### config.mk
export PLATFORM = sky130hd
export DESIGN_NAME = cr16_writeback
export DESIGN_NICKNAME = d
export VERILOG_FILES = /design/src/verilog/cr16_pkg.sv /design/src/verilog/cr16_writeback.sv
export VERILOG_INCLUDE_DIRS = /design/src /design/src/verilog
export SDC_FILE = /design/constraint.sdc
export NUM_CORES = 1
export LEC_CHECK = 0
export ABC_CLOCK_PERIOD_IN_PS = 1800
export BUFFER_PORTS_ARGS = -buffer_cell sky130_fd_sc_hd__buf_2
export CORE_MARGIN = 8
export CORE_UTILIZATION = 40
export CTS_CLUSTER_SIZE = 25
export DETAILED_ROUTE_END_ITERATION = 10
export GPL_TIMING_DRIVEN = 0
export PLACE_DENSITY = 0.84
export SYNTH_ARGS = -nofsm -noshare
export SYNTH_HDL_FRONTEND = slang
export SYNTH_SLANG_ARGS = --single-unit
### constraint.sdc
create_clock -name clk -period 1.8 [get_ports clk]
set_input_delay 0.18 -clock clk [delete_from_list [all_inputs] [get_ports clk]]
set_output_delay 0.18 -clock clk [all_outputs]
set_load 0.02 [all_outputs]
### src/verilog/cr16_params.svh
`ifndef CR16_PARAMS_SVH
`define CR16_PARAMS_SVH

////////////////////
// Datapath widths
////////////////////

`define CR16_WORD_WIDTH     16
`define CR16_REG_ADDR_WIDTH 4
`define CR16_NUM_REGS       16
`define CR16_OP_WIDTH       4
`define CR16_NUM_FLAGS      5

// Status flag bit positions
`define CR16_FLAG_C 0
`define CR16_FLAG_L 1
`define CR16_FLAG_F 2
`define CR16_FLAG_Z 3
`define CR16_FLAG_N 4

////////////////////
// Operation codes
////////////////////

// Major opcode 0000 means register form, op in bits 7:4
`define CR16_OP_REGFORM 4'b0000
`define CR16_OP_AND     4'b0001
`define CR16_OP_OR      4'b0010
`define CR16_OP_XOR     4'b0011
`define CR16_OP_ADD     4'b0101
`define CR16_OP_LSH     4'b1000
`define CR16_OP_SUB     4'b1001
`define CR16_OP_CMP     4'b1011
`define CR16_OP_MOV     4'b1101
`define CR16_OP_LUI     4'b1111

`endif

### src/verilog/cr16_pkg.sv
`include "cr16_params.svh"

package cr16_pkg;

  // Data word, one register wide
  typedef logic [`CR16_WORD_WIDTH-1:0] word_t;

  // Register file index
  typedef logic [`CR16_REG_ADDR_WIDTH-1:0] reg_addr_t;

  // ALU operation, same encoding as the major opcode
  typedef logic [`CR16_OP_WIDTH-1:0] alu_op_t;

  // Status flags
  // Indexed by the CR16_FLAG_* positions
  typedef logic [`CR16_NUM_FLAGS-1:0] flags_t;

  // Raw instruction word
  typedef logic [`CR16_WORD_WIDTH-1:0] instr_t;

endpackage

### src/verilog/cr16_writeback.sv
`timescale 1ns/10ps
`include "cr16_params.svh"

module cr16_writeback (
  input  logic             clk,
  input  logic             rst_n,
  input  logic             instr_valid,
  input  logic             legal,
  input  cr16_pkg::word_t  alu_result,
  input  cr16_pkg::flags_t alu_flags,
  input  cr16_pkg::flags_t flag_mask,
  output cr16_pkg::word_t  result,
  output logic             result_valid,
  output logic             illegal_op,
  output cr16_pkg::flags_t flags
);

  import cr16_pkg::*;

  // Accepted and legal this cycle
  logic   take;
  // Masked bits from the ALU, the rest held
  flags_t flags_next;

  assign take       = instr_valid && legal;
  assign flags_next = (flags & ~flag_mask) | (alu_flags & flag_mask);

  ////////////////////
  // Status and result
  ////////////////////

  always_ff @(posedge clk or negedge rst_n) begin
    if (!rst_n) begin
      flags  <= '0;
      result <= '0;
    end else if (take) begin
      flags  <= flags_next;
      result <= alu_result;
    end
  end

  // One-cycle pulses after the accepting edge
  always_ff @(posedge clk or negedge rst_n) begin
    if (!rst_n) begin
      result_valid <= 1'b0;
      illegal_op   <= 1'b0;
    end else begin
      result_valid <= take;
      illegal_op   <= instr_valid && !legal;
    end
  end

  // An instruction ends one way only
  assert property (@(posedge clk) disable iff (!rst_n)
    !(result_valid && illegal_op))
    else $error("cr16_writeback: result_valid and illegal_op together");

endmodule

==> results_dict.tcl <==
set metrics [dict create \
    status "complete, no violations" \
    timing.rr.end "result[12]$_DFFE_PN0P_" \
    fin_skew_ns 0 \
    dr_wl_met2_um 1020 \
    worstSetupPathDepth 1 \
    peakVddDrop_uv 548 \
    whs_ns 0.0869 \
    routed_via_density 4.57 \
    crit_path_start "result[7]$_DFFE_PN0P_" \
    final_common_cell "buf_2" \
    ant_nets 0 \
    p_int_uw 834 \
    row_count 17 \
    setup_violations 0 \
    rr_startpoint "result[12]$_DFFE_PN0P_" \
    initial_core_util 0.419 \
    via_count 631 \
    stdcell_area_um2 1240 \
    crit_chain "buf_2" \
    yosysWarnings 0 \
    hold_viol_final 0 \
    cp-end-kind "output port" \
    cap_violations 0 \
    finalSetupTns_ns 0 \
    pwr-share-comb 0.284 \
    slew_violations 0 \
    drt_iter0_drc 16 \
    worstPathMaxFanout 2 \
    syn_inst 55 \
    crit_required_ns 1.62 \
    crit_buf_inv 1 \
    p_per_area_nw_per_um2 963 \
    dr_wl_met3_um 197 \
    fmax_mhz 956 \
    cts_tree "done" \
    layout_common_cells "50 x buf_2, 23 x dfrtp_1, 9 x mux2_4, 8 x mux2_2, 5 x nand3_1" \
    netlist_area_um2 918 \
    cts_buffer_depth 2 \
    clk-insertion-delay-late_ns 0.29 \
    ctsResizeCount 0 \
    fin_nets 141 \
    endpoint "result[7]" \
    worst_path_max_delay_cell "dfrtp_1" \
    routed_wl_um 2030 \
    drc 0 \
    die_area_um2 4090 \
    numCtsBuffers 3 \
    p_clk_frac 0.191 \
    m1WireLength_um 814 \
    period_share 0.581 \
    p_switching_uw 360 \
    placed_area_um2 1200 \
    clk_pin_slew_worst_paths_ns 0.12 \
    syn_area_per_cell_um2 16.7 \
    max_slew.worst_pin.slew_ns 0.499 \
    core-area_um2 2190 \
    h-tree-depth 1 \
    sw_frac_of_total 0.301 \
    diodes 0 \
    die_w_um 63.9 \
    ios 53 \
    synth-seq-cells 23 \
    drtPass1Iterations 2 \
    portBuffers 50 \
    reg2reg_slack_ns 1.00 \
    setup.worst_path.start_class "flop" \
    die_y_um 63.9 \
    globalRoute.totalOverflow 0 \
    clock-sinks 23 \
    gp_congestion 0.719 \
    fin_crit_ns 1.05 \
    leakage_uw 0.000661 \
    drive_above_1_share 0.673 \
    wl_per_cell_um 14.7 \
    grt_pass1_wl_um 3500 \
    holdCritPathClass "in -> reg" \
    synth_fp_nets 85 \
    grt_pass1_vias 801 \
    power_frac_seq 0.525 \
    top_layer_used "met4" \
    rsz0062_at_grt "no" \
    utilization 0.566 \
    ys_seq_area_frac 0.627 \
    critPathArrivalTime_ns 0.87 \
    fillers 202 \
    critical-path-top-delay-family "flip-flops" \
    slew_headroom 0.668 \
    area_growth_pct 35.0 \
    criticalPathCategory "reg -> out" \
    worstRegToRegCells 1 \
    cts_root_buffer "clkbuf_4" \
    ys_types 10 \
    antenna_found_initial 0 \
    grt_max_degree 24 \
    dp_hpwl_um 1630 \
    track_usage 0.102 \
    cpPeakStageDelay_ns 0.41 \
]
-- synthesized netlist by cell type --
| cell type | count | area share |
|---|---|---|
| inv_1 | 1 | 0.0041 |
| mux2_2 | 8 | 0.098 |
| nand3_1 | 5 | 0.027 |
| buf_4 | 2 | 0.016 |
| mux2_4 | 9 | 0.15 |
| mux2_1 | 4 | 0.049 |
| nor2b_1 | 1 | 0.0068 |
| buf_6 | 1 | 0.012 |
| dfrtp_1 | 23 | 0.63 |
| nand2_4 | 1 | 0.012 |
-- cell type report --
cell class,count,area [um^2],share of cell area
flip-flops and latches,23,576,0.464
multi-input cells,28,313,0.252
repair buffers,51,260,0.210
well taps,28,35.0,0.0283
clock buffers,4,26.3,0.0212
plain buffers,3,26.3,0.0212
inverters,1,3.75,0.00303
-- worst min-delay path by stage --
stage,startpoint,endpoint,slack [ns],depth (start not counted)
after floorplan,rst_n,asynchronous set/reset pin,-0.12,0
after global placement,rst_n,result[2]$_DFFE_PN0P_,0.16,1
after global routing,legal,illegal_op$_DFF_PN0_,0.08,2
after detailed placement,rst_n,result[2]$_DFFE_PN0P_,0.18,1
final,legal,illegal_op$_DFF_PN0_,0.09,2
after CTS,alu_result[12],result[12]$_DFFE_PN0P_,0.08,2
-- timing repair --
item                      CTS  global route
hold endpoints to repair   23             0
hold buffers                1             0
setup buffers               0             0
-- power groups by stage --
| stage | Clock [uW] | Combinational, uW | Sequential [uW] |
|---|---|---|---|
| 2_1_floorplan | 0 | 106 | 737 |
| 3_3_place_gp | 0 | 335 | 634 |
| 3_5_place_dp | 0 | 345 | 638 |
| 4_1_cts | 242 | 346 | 629 |
| 5_1_grt | 258 | 365 | 638 |
| 6_report | 228 | 339 | 627 |
-- cells by family after synthesis --
kind of cell           count (synthesis)  share of synthesized area
multiplexers                          21                      0.294
buffers and inverters                  4                     0.0327
flip-flops                            23                      0.627
AND/OR/NAND/NOR                        7                     0.0463
-- metrics by stage --
step / power [uW] / cells / setup slack (ns)
after floorplan: 843 / 55 / 0.785
after global placement: 969 / 133 / 0.726
after CTS: 1220 / 138 / 0.735
final: 1190 / 138 / 0.754
after detailed placement: 982 / 133 / 0.703
after global routing: 1260 / 138 / 0.702
-- routing by layer --
metal,global-route usage,up-vias
met2,0.176,30
met3,0.0505,2
met4,0.0251,0
met5,0,-
met1,0.110,303
li1,-,296
(Power assumes the default switching activity.)
