File: src/verilog/cr16_params.svh
`ifndef CR16_PARAMS_SVH
`define CR16_PARAMS_SVH

////////////////////
// Datapath widths
////////////////////

`define CR16_WORD_WIDTH     16
`define CR16_REG_ADDR_WIDTH 4
`define CR16_NUM_REGS       16
`define CR16_OP_WIDTH       4
`define CR16_NUM_FLAGS      5

// Status flag bit positions
`define CR16_FLAG_C 0
`define CR16_FLAG_L 1
`define CR16_FLAG_F 2
`define CR16_FLAG_Z 3
`define CR16_FLAG_N 4

////////////////////
// Operation codes
////////////////////

// Major opcode 0000 means register form, op in bits 7:4
`define CR16_OP_REGFORM 4'b0000
`define CR16_OP_AND     4'b0001
`define CR16_OP_OR      4'b0010
`define CR16_OP_XOR     4'b0011
`define CR16_OP_ADD     4'b0101
`define CR16_OP_LSH     4'b1000
`define CR16_OP_SUB     4'b1001
`define CR16_OP_CMP     4'b1011
`define CR16_OP_MOV     4'b1101
`define CR16_OP_LUI     4'b1111

`endif

File: src/verilog/cr16_pkg.sv
`include "cr16_params.svh"

package cr16_pkg;

  // Data word, one register wide
  typedef logic [`CR16_WORD_WIDTH-1:0] word_t;

  // Register file index
  typedef logic [`CR16_REG_ADDR_WIDTH-1:0] reg_addr_t;

  // ALU operation, same encoding as the major opcode
  typedef logic [`CR16_OP_WIDTH-1:0] alu_op_t;

  // Status flags
  // Indexed by the CR16_FLAG_* positions
  typedef logic [`CR16_NUM_FLAGS-1:0] flags_t;

  // Raw instruction word
  typedef logic [`CR16_WORD_WIDTH-1:0] instr_t;

endpackage

File: src/verilog/cr16_decode.sv
`timescale 1ns/10ps
`include "cr16_params.svh"

module cr16_decode (
  input  cr16_pkg::instr_t    instr,
  output cr16_pkg::alu_op_t   alu_op,
  output cr16_pkg::reg_addr_t rdest,
  output cr16_pkg::reg_addr_t rsrc,
  output logic                imm_sel,
  output cr16_pkg::word_t     imm_value,
  output logic                reg_we,
  output cr16_pkg::flags_t    flag_mask,
  output logic                legal
);

  import cr16_pkg::*;

  localparam int IMM_WIDTH = 8;

  alu_op_t major;
  logic    reg_form;
  // Set for ops that take a signed immediate
  logic    sign_ext;
  word_t   imm_sext;
  word_t   imm_zext;

  ////////////////////
  // Field split
  ////////////////////

  assign major    = instr[15:12];
  assign reg_form = (major == `CR16_OP_REGFORM);
  assign rdest    = instr[11:8];
  // Only meaningful in register form
  assign rsrc     = instr[3:0];
  assign alu_op   = reg_form ? instr[7:4] : major;
  assign imm_sel  = ~reg_form;

  // Both extensions of the low byte
  assign imm_sext = {{(`CR16_WORD_WIDTH-IMM_WIDTH){instr[IMM_WIDTH-1]}}, instr[IMM_WIDTH-1:0]};
  assign imm_zext = {{(`CR16_WORD_WIDTH-IMM_WIDTH){1'b0}}, instr[IMM_WIDTH-1:0]};

  ////////////////////
  // Op classes
  ////////////////////

  always_comb begin
    legal     = 1'b1;
    sign_ext  = 1'b0;
    flag_mask = '0;
    case (alu_op)
      `CR16_OP_ADD, `CR16_OP_SUB: begin
        sign_ext = 1'b1;
        flag_mask[`CR16_FLAG_C] = 1'b1;
        flag_mask[`CR16_FLAG_F] = 1'b1;
      end
      `CR16_OP_CMP: begin
        sign_ext = 1'b1;
        flag_mask[`CR16_FLAG_Z] = 1'b1;
        flag_mask[`CR16_FLAG_N] = 1'b1;
        flag_mask[`CR16_FLAG_L] = 1'b1;
      end
      `CR16_OP_MOV: sign_ext = 1'b1;
      // Logic ops, shift and LUI take the byte unsigned
      `CR16_OP_AND, `CR16_OP_OR, `CR16_OP_XOR,
      `CR16_OP_LUI, `CR16_OP_LSH: sign_ext = 1'b0;
      default: begin
        legal    = 1'b0;
        sign_ext = 1'b0;
      end
    endcase
  end

  assign imm_value = sign_ext ? imm_sext : imm_zext;

  // CMP only touches flags
  assign reg_we = legal && (alu_op != `CR16_OP_CMP);

endmodule

File: config.mk
export PLATFORM = sky130hd
export DESIGN_NAME = cr16_decode
export DESIGN_NICKNAME = d
export VERILOG_FILES = /design/src/verilog/cr16_pkg.sv /design/src/verilog/cr16_decode.sv
export VERILOG_INCLUDE_DIRS = /design/src /design/src/verilog
export SDC_FILE = /design/constraint.sdc
export NUM_CORES = 1
export LEC_CHECK = 0
export BUFFER_PORTS_ARGS = -buffer_cell sky130_fd_sc_hd__buf_2
export CORE_AREA = 4 4 41 43
export DETAILED_ROUTE_END_ITERATION = 16
export DIE_AREA = 0 0 45 47
export MAX_ROUTING_LAYER = met4
export PLACE_DENSITY = 0.85
export RECOVER_POWER = 50
export SLEW_MARGIN = 20
export SYNTH_ARGS = -nofsm -noshare
export SYNTH_HDL_FRONTEND = slang
export SYNTH_SLANG_ARGS = --single-unit
File: constraint.sdc
create_clock -name vclk -period 2.7
set_clock_uncertainty 0.2 [all_clocks]
set_input_delay 0.54 -clock vclk [all_inputs]
set_output_delay 0.54 -clock vclk [all_outputs]
set_load 0.1 [all_outputs]
==> impl_metrics.toml <==
[status]
status = "finished with violations"
violations = "setup timing"

[drt]
ant_nets = 0
drc_errors = 0
drt-pass1-iter-count = 2
finalWirelength_um = 991
wl_per_cell_um = 11.9
drt-initial-drc-count = 2
viasPerCell = 4.43
dr_total_vias = 368

[critical_path]
crit_arrival_ns = 1.97
cp-startpoint = "instr[12]"
critical_path_required_ns = 1.96
critPathKind = "in -> out"
cp_max_fo = 8
cp-start-kind = "input port"
critical_path.endpoint_type = "output port"

[placed_design]
place_congestion = 0.741
dpl_cell_area_um2 = 726
post-dp-hpwl_um = 892
port_buffers = 32
dp_slack_ns = -0.0963

[finish]
antenna_cells = 0
seq_area_um2 = 0
final_cell_area_um2 = 807
nClkBuffers = 0
drive_gt1_share_pct = 86.8
nNetsFinal = 86
fin_util_pct = 62.0
fillCellCount = 111
nFlopsAndLatches = 0
areaGrowthSynthToFinish_pct = 115

[timing]
worst_slack_ns = -0.00881
fmax_mhz = 369
fin_tns_setup_ns = -0.0550
hold_viol = 0
drv_slew = 0
period_share_pct = 100
whs_ns = 0.880
worstMarginPinSlew_ns = 0.494
grt_setup_unrepaired = "yes"
min_period_ns = 2.71
setup_viol = 8
relSlewSlack_pct = 67.3

[synth]
synth_top_cell_by_area = "buf_4"
syn_area_per_cell_um2 = 7.22
synth_xor_xnor_area_share_pct = 2.33
ys_warn_count = 0
synth_top_area_share_pct = 52.0
yosys.area_share.simple_pct = 27.0
synth_top_family_by_area = "buffers and inverters"
synth_compound_area_share_pct = 11.7
synth_nets = 68
muxShareOfSynthArea_pct = 0
netlist_area_um2 = 375
synth.top_cells.by_area = "buf_4 (52%), nand3_1 (5.3%), inv_1 (4.0%)"
yosys-top-cells-count = "buf_4 (26), inv_1 (4), nand3_1 (4)"
ys_seq_area_share_pct = 0
yosysMostFrequentCell = "buf_4"
synth.distinct_cells = 20
yosys.area_share.adder_pct = 0
synthCells = 52

[global_routing]
grt-ovfl-total = 0
grt_pass1_wl_mm = 1.56
grt_pass1_vias = 359
antenna_found_initial = 0
grtUsageTotal_pct = 9.93
grt_max_degree = 9

[hold_path]
min_path_cells = 0
hp-class = "in -> out"
min-delay-start = "instr[10]"

[die]
die-height_um = 47
design.core.area_mm2 = 0.00130
die_w_um = 45
die_area_mm2 = 0.00212
start_util_pct = 28.8
ios = 52
core.rowCount = 13

[pwr]
powerDensity_mw_per_mm2 = 360
irDropWorstVdd_mv = 0.130
p_leak_nw = 0.368

[run]
drv_cap = 0
placed cells by master (no fill, tap or decap), drive strengths merged:
cell / synthesis / layout
buf: 27 / 43
inv: 4 / 4
nand3: 4 / 4
nand2: 3 / 3
nor2: 2 / 2
a31oi: 1 / 1
or4b: 1 / 1
a31o: 1 / 1
nor4b: 1 / 1
or2: 1 / 1
nor3: 1 / 1
xor2: 1 / 1
and3: 1 / 1
a211oi: 1 / 1
o21ai: 1 / 1
or3: 1 / 1
a21oi: 1 / 1
cell families (layout without fill, tap and decap cells):
kind of cell / Yosys count / after routing
simple gates: 15 / 15
xor+xnor: 1 / 1
compound gates: 5 / 5
buf+inv: 31 / 47
worst paths after layout:
| kind | to | slack, ns |
|---|---|---|
| setup / recovery | imm_value[9] | -0.009 |
| hold / removal | rdest[2] | 0.88 |
power by group:
group	switching [mW]	total [mW]	internal (mW)
registers	0	0	0
logic	0.197	0.291	0.0939
clock network	0	0	0
final cells by class:
type	instances	area, um2	share of cell area, %
tap	15	18.8	2.33
inverter	4	15.0	1.86
timing repair buffer	43	533	66.0
multi-input combinational	21	240	29.8
per-stage QoR:
stage	cells	total power, mW
6_report	83	0.291
5_1_grt	83	0.299
4_1_cts	82	0.284
3_5_place_dp	80	0.279
3_3_place_gp	80	0.276
2_1_floorplan	52	0.292
per-layer routing:
| metal | global-route usage [%] | part of all wire (%) |
|---|---|---|
| met2 | 21.2 | 54 |
| met4 | 2.92 | 1.4 |
| met1 | 9.26 | 30 |
| met5 | - | 0 |
| met3 | 0.383 | 14 |
repair_timing:
| item | in CTS | in global routing |
|---|---|---|
| setup buffers | 2 | 1 |
| endpoints found under the hold margin | 0 | 0 |
| resized for setup | 3 | 6 |
| hold buffers | 0 | 0 |
| pin swaps | 6 | 2 |
| endpoints found under the setup margin | 15 | 15 |
worst max-delay path, cell delays in order:
cell      delay (ns)
buf_6           0.09
or4b_4          0.54
a211oi_2        0.26
a21oi_2         0.07
nor2_4          0.11
buf_12          0.16
buf_12          0.18
Power figures use the tool's default switching activity.
