File: config.mk
export PLATFORM = sky130hd
export DESIGN_NAME = cr16_regfile
export DESIGN_NICKNAME = d
export VERILOG_FILES = /design/src/verilog/cr16_pkg.sv /design/src/verilog/cr16_regfile.sv
export VERILOG_INCLUDE_DIRS = /design/src /design/src/verilog
export SDC_FILE = /design/constraint.sdc
export NUM_CORES = 1
export LEC_CHECK = 0
export BUFFER_PORTS_ARGS = -buffer_cell sky130_fd_sc_hd__buf_2
export CORE_UTILIZATION = 39
export CTS_CLUSTER_DIAMETER = 150
export DETAILED_ROUTE_END_ITERATION = 8
export PLACE_DENSITY_LB_ADDON = 0.12
export SYNTH_ARGS = -nofsm -noshare
export SYNTH_HDL_FRONTEND = slang
export SYNTH_SLANG_ARGS = --single-unit
File: constraint.sdc
create_clock -name clk -period 1.45 [get_ports clk]
set_input_delay 0.145 -clock clk [delete_from_list [all_inputs] [get_ports clk]]
set_output_delay 0.145 -clock clk [all_outputs]
set_load 0.02 [all_outputs]
File: src/verilog/cr16_params.svh
`ifndef CR16_PARAMS_SVH
`define CR16_PARAMS_SVH

////////////////////
// Datapath widths
////////////////////

`define CR16_WORD_WIDTH     16
`define CR16_REG_ADDR_WIDTH 4
`define CR16_NUM_REGS       16
`define CR16_OP_WIDTH       4
`define CR16_NUM_FLAGS      5

// Status flag bit positions
`define CR16_FLAG_C 0
`define CR16_FLAG_L 1
`define CR16_FLAG_F 2
`define CR16_FLAG_Z 3
`define CR16_FLAG_N 4

////////////////////
// Operation codes
////////////////////

// Major opcode 0000 means register form, op in bits 7:4
`define CR16_OP_REGFORM 4'b0000
`define CR16_OP_AND     4'b0001
`define CR16_OP_OR      4'b0010
`define CR16_OP_XOR     4'b0011
`define CR16_OP_ADD     4'b0101
`define CR16_OP_LSH     4'b1000
`define CR16_OP_SUB     4'b1001
`define CR16_OP_CMP     4'b1011
`define CR16_OP_MOV     4'b1101
`define CR16_OP_LUI     4'b1111

`endif

File: src/verilog/cr16_pkg.sv
`include "cr16_params.svh"

package cr16_pkg;

  // Data word, one register wide
  typedef logic [`CR16_WORD_WIDTH-1:0] word_t;

  // Register file index
  typedef logic [`CR16_REG_ADDR_WIDTH-1:0] reg_addr_t;

  // ALU operation, same encoding as the major opcode
  typedef logic [`CR16_OP_WIDTH-1:0] alu_op_t;

  // Status flags
  // Indexed by the CR16_FLAG_* positions
  typedef logic [`CR16_NUM_FLAGS-1:0] flags_t;

  // Raw instruction word
  typedef logic [`CR16_WORD_WIDTH-1:0] instr_t;

endpackage

File: src/verilog/cr16_regfile.sv
`timescale 1ns/10ps
`include "cr16_params.svh"

module cr16_regfile (
  input  logic                clk,
  input  logic                rst_n,
  input  logic                we,
  input  cr16_pkg::reg_addr_t waddr,
  input  cr16_pkg::word_t     wdata,
  input  cr16_pkg::reg_addr_t raddr_a,
  input  cr16_pkg::reg_addr_t raddr_b,
  output cr16_pkg::word_t     rdata_a,
  output cr16_pkg::word_t     rdata_b
);

  import cr16_pkg::*;

  // General purpose registers
  word_t regs [`CR16_NUM_REGS];

  ////////////////////
  // Write port
  ////////////////////

  always_ff @(posedge clk or negedge rst_n) begin
    if (!rst_n) begin
      // Architectural state starts at zero
      for (int i = 0; i < `CR16_NUM_REGS; i++) begin
        regs[i] <= '0;
      end
    end else if (we) begin
      regs[waddr] <= wdata;
    end
  end

  ////////////////////
  // Read ports
  ////////////////////

  // Asynchronous, sees a write once the edge has passed
  assign rdata_a = regs[raddr_a];
  assign rdata_b = regs[raddr_b];

  // Write strobe must carry a clean address and value
  assert property (@(posedge clk) disable iff (!rst_n)
    we |-> !$isunknown({waddr, wdata}))
    else $error("cr16_regfile: unknown write address or data");

endmodule

==> metrics.md <==
| Metric | Value |
|---|---|
| Data arrival time at the worst-slack endpoint | `1.92 ns` |
| RSZ-0062 raised after global routing | `true` |
| Worst-skew pair later-pin latency | `0.55 ns` |
| Total number of nets in the final design | `974` |
| Top FF cell, synth | `sky130_fd_sc_hd__dfrtp_1` |
| Worst clock skew | `0 ns` |
| Final count of pins violating max slew | `0` |
| Share of the yosys chip area belonging to registers | `0.4756` |
| Placed Area | `0.01515 mm^2` |
| Multi-input gate area in the final layout | `0.007087 mm^2` |
| # Max-Cap Violations | `0` |
| Peak Freq | `0.4845 GHz` |
| Largest net degree at the start of global routing | `49` |
| Outcome | `complete, but fails checks` |
| Layout Cell Area excl Fill | `0.01673 mm^2` |
| Global-route usage over all layers | `0.2400` |
| Top cells by instance count after synthesis | `256 x sky130_fd_sc_hd__dfrtp_1, 245 x sky130_fd_sc_hd__mux2_2, 128 x sky130_fd_sc_hd__mux4_2` |
| Setup slack on the worst flop-to-flop path | `0.46 ns` |
| Hold violation count in the final report | `0` |
| Synth area leaders | `sky130_fd_sc_hd__dfrtp_1 48%, sky130_fd_sc_hd__mux4_2 21%, sky130_fd_sc_hd__mux2_2 20%, sky130_fd_sc_hd__a22oi_1 3.6%, sky130_fd_sc_hd__mux2_4 1.2%` |
| Slew headroom | `0.6999` |
| Library cell contributing the largest single delay on the critical path | `sky130_fd_sc_hd__mux4_2` |
| Type of the setup path with the least slack | `register to output port` |
| Cells along the critical path | `mux4_2, a22oi_2, nand2_2, buf_6` |
| Nature of the critical path endpoint | `output port` |
| Synthesized instance count | `849` |
| Vias in the first global route | `9,585` |
| Register bit total from synthesis | `256` |
| Violated checks | `setup timing` |
| Post-route clock period utilization | `1.424` |
| Total global routing overflow | `0` |
| Worst endpoint required time | `1.31 ns` |
| Routed WL per cell | `28.84 um` |
| Vias after detailed routing | `8,408` |
| Detailed Route WL | `40,860 um` |
| Register cell area after layout | `0.006406 mm^2` |
| Worst hold-check slack | `0.04638 ns` |
| Setup slack after placement | `-0.4153 ns` |
| Final Power | `23.99 mW` |
| Proportion of synthesized flip-flops having asynchronous set or reset | `1.000` |
| TritonCTS sink count | `256` |
| Area growth from synthesis to layout | `24.20%` |
| Lkg Pwr | `6.838 nW` |
| Placer Congestion | `0.8079` |
| H-Tree Level Count | `1` |
| Num ports | `63` |
| Avg Vias per Cell | `5.934` |
| Largest register by flop count | `regs` |
| Most used standard cell by instance count after synthesis | `sky130_fd_sc_hd__dfrtp_1` |
| Warning count from the yosys run | `0` |
| Number of DRC violations after detailed-routing iteration 0 | `446` |
| Final worst path period need | `2.064 ns` |
| Clock buffers created by TritonCTS | `30` |
| Core Rows | `67` |
| Net Count, Synth | `880` |
| Total negative slack | `-17.75 ns` |
| Final core utilization | `0.4952` |
| Final critical-path setup slack | `-0.6142 ns` |
| Post-route antenna net violation count | `0` |
| Core Region | `0.03378 mm^2` |
| Die area | `0.03529 mm^2` |
| Critical-path maximum fanout | `3` |
| Input/output buffers | `62` |
| Clock tree from TritonCTS | `built` |
| Final cell count without fillers | `1,417` |
| Number of search-and-repair iterations in the first detailed-routing pass | `4` |
| CP bufs+invs | `1` |
| Number of enable-type register cells in the synthesized netlist | `0` |
| Cell Pwr Density | `1434 mW/mm^2` |
| Antenna violations before repair | `5` |
| Max Root-Sink Buffers | `3` |
| Initial standard-cell utilization of the core | `0.3987` |
| Largest regs | `regs x256` |
| Largest register FFs | `256` |
| Summed instance area of the synthesized netlist | `0.01347 mm^2` |
| Largest stage delay on the critical path | `0.49 ns` |
| First-pass GRT wire length | `62,340 um` |
| Worst-case vdd ir drop | `909.4 uV` |
| Crit start category | `register` |
| Fraction of post-synthesis cell area in the top cell type by area | `0.4756` |
| Post-detailed-placement half-perimeter wirelength | `24,860 um` |
| Vert. Die Dim | `187.9 um` |
| Clock tree root driver cell | `sky130_fd_sc_hd__clkbuf_16` |
| Horizontal extent of the die | `187.9 um` |
| Worst-margin pin slew | `0.4501 ns` |
| Total placed cells including tap cells | `1,350` |
| Clk slew on worst S/H paths | `0.06 ns` |
| Number of different library cells in the post-synthesis netlist | `24` |
| Biggest area consumer among synthesized cells | `sky130_fd_sc_hd__dfrtp_1` |
| Layout cells sized above 1 | `0.7073` |
| Cell class contributing the biggest share of worst-path delay | `multiplexers` |
| Total of endpoints with negative setup slack in the final report | `32` |
| Average footprint of a synthesized cell | `15.87 um^2` |
| Tightest Hold Check Type | `primary input to register` |
| Post-route DRC | `0` |
| Fill cell instance count of the final layout | `2,802` |
[worst paths after layout]
path | start | end | depth (start not counted)
worst max-delay path | regs[91]$_DFFE_PN0P_ | rdata_a[11] | 4
worst min-delay path | wdata[13] | regs[253]$_DFFE_PN0P_ | 2
worst max register to register | regs[193]$_DFFE_PN0P_ | regs[193]$_DFFE_PN0P_ | 3
worst min register to register | regs[80]$_DFFE_PN0P_ | regs[80]$_DFFE_PN0P_ | 1
max in group asynchronous | rst_n | regs[222]$_DFFE_PN0P_ | 3
min in group asynchronous | rst_n | regs[49]$_DFFE_PN0P_ | 2
[power breakdown]
part | switching, mW | internal [mW] | total, mW
Clock | 3.01 | 4.62 | 7.62
Sequential | 1.24 | 8.83 | 10.1
Combinational | 2.47 | 3.83 | 6.30
[cell usage in the layout (no fill, tap or decap), types with 27 or more instances in the layout]
cell                          n
sky130_fd_sc_hd__mux2_2     245
sky130_fd_sc_hd__dfrtp_1    256
sky130_fd_sc_hd__clkbuf_16   31
sky130_fd_sc_hd__buf_4       38
sky130_fd_sc_hd__buf_2       27
sky130_fd_sc_hd__nand2_2     31
sky130_fd_sc_hd__mux4_2     128
sky130_fd_sc_hd__buf_6       32
sky130_fd_sc_hd__a22oi_2     59
sky130_fd_sc_hd__buf_12      43
[layout make-up]
class	count	area share
Antenna cell	2	0.0002992
Sequential cell	256	0.3829
Clock buffer	47	0.05415
Multi-Input combinational cell	513	0.4236
Tap cell	448	0.03351
Clock inverter	9	0.005908
Timing Repair Buffer	142	0.09962
[timing repair]
| item | in CTS | in global routing |
|---|---|---|
| endpoints found under the hold margin | 256 | 0 |
| gates cloned | 0 | 0 |
| gates resized for setup | 120 | 5 |
| buffers inserted | 6 | 2 |
| hold buffers | 1 | 0 |
| pin swaps | 72 | 4 |
| endpoints found under the setup margin | 32 | 32 |
[layer usage]
layer / vias up / part of all wire / routed length, um / global-route usage
li1: 3515 / - / - / -
met1: 4609 / 0.40 / 16340 / 0.2949
met5: - / 0.0010 / 41 / 0
met3: 79 / 0.048 / 1958 / 0.04342
met2: 199 / 0.52 / 21270 / 0.4211
met4: 6 / 0.031 / 1253 / 0.08818
[cell families (layout without fill, tap and decap cells)]
kind of cell	Yosys count	in the layout	synth area share
mux	384	384	0.4311
other cells	0	2	0
flops	256	256	0.4756
simple gates	65	65	0.02740
compound gates	64	64	0.03567
buf+inv	80	198	0.03028
No activity file was read; power rests on OpenSTA's default activity.
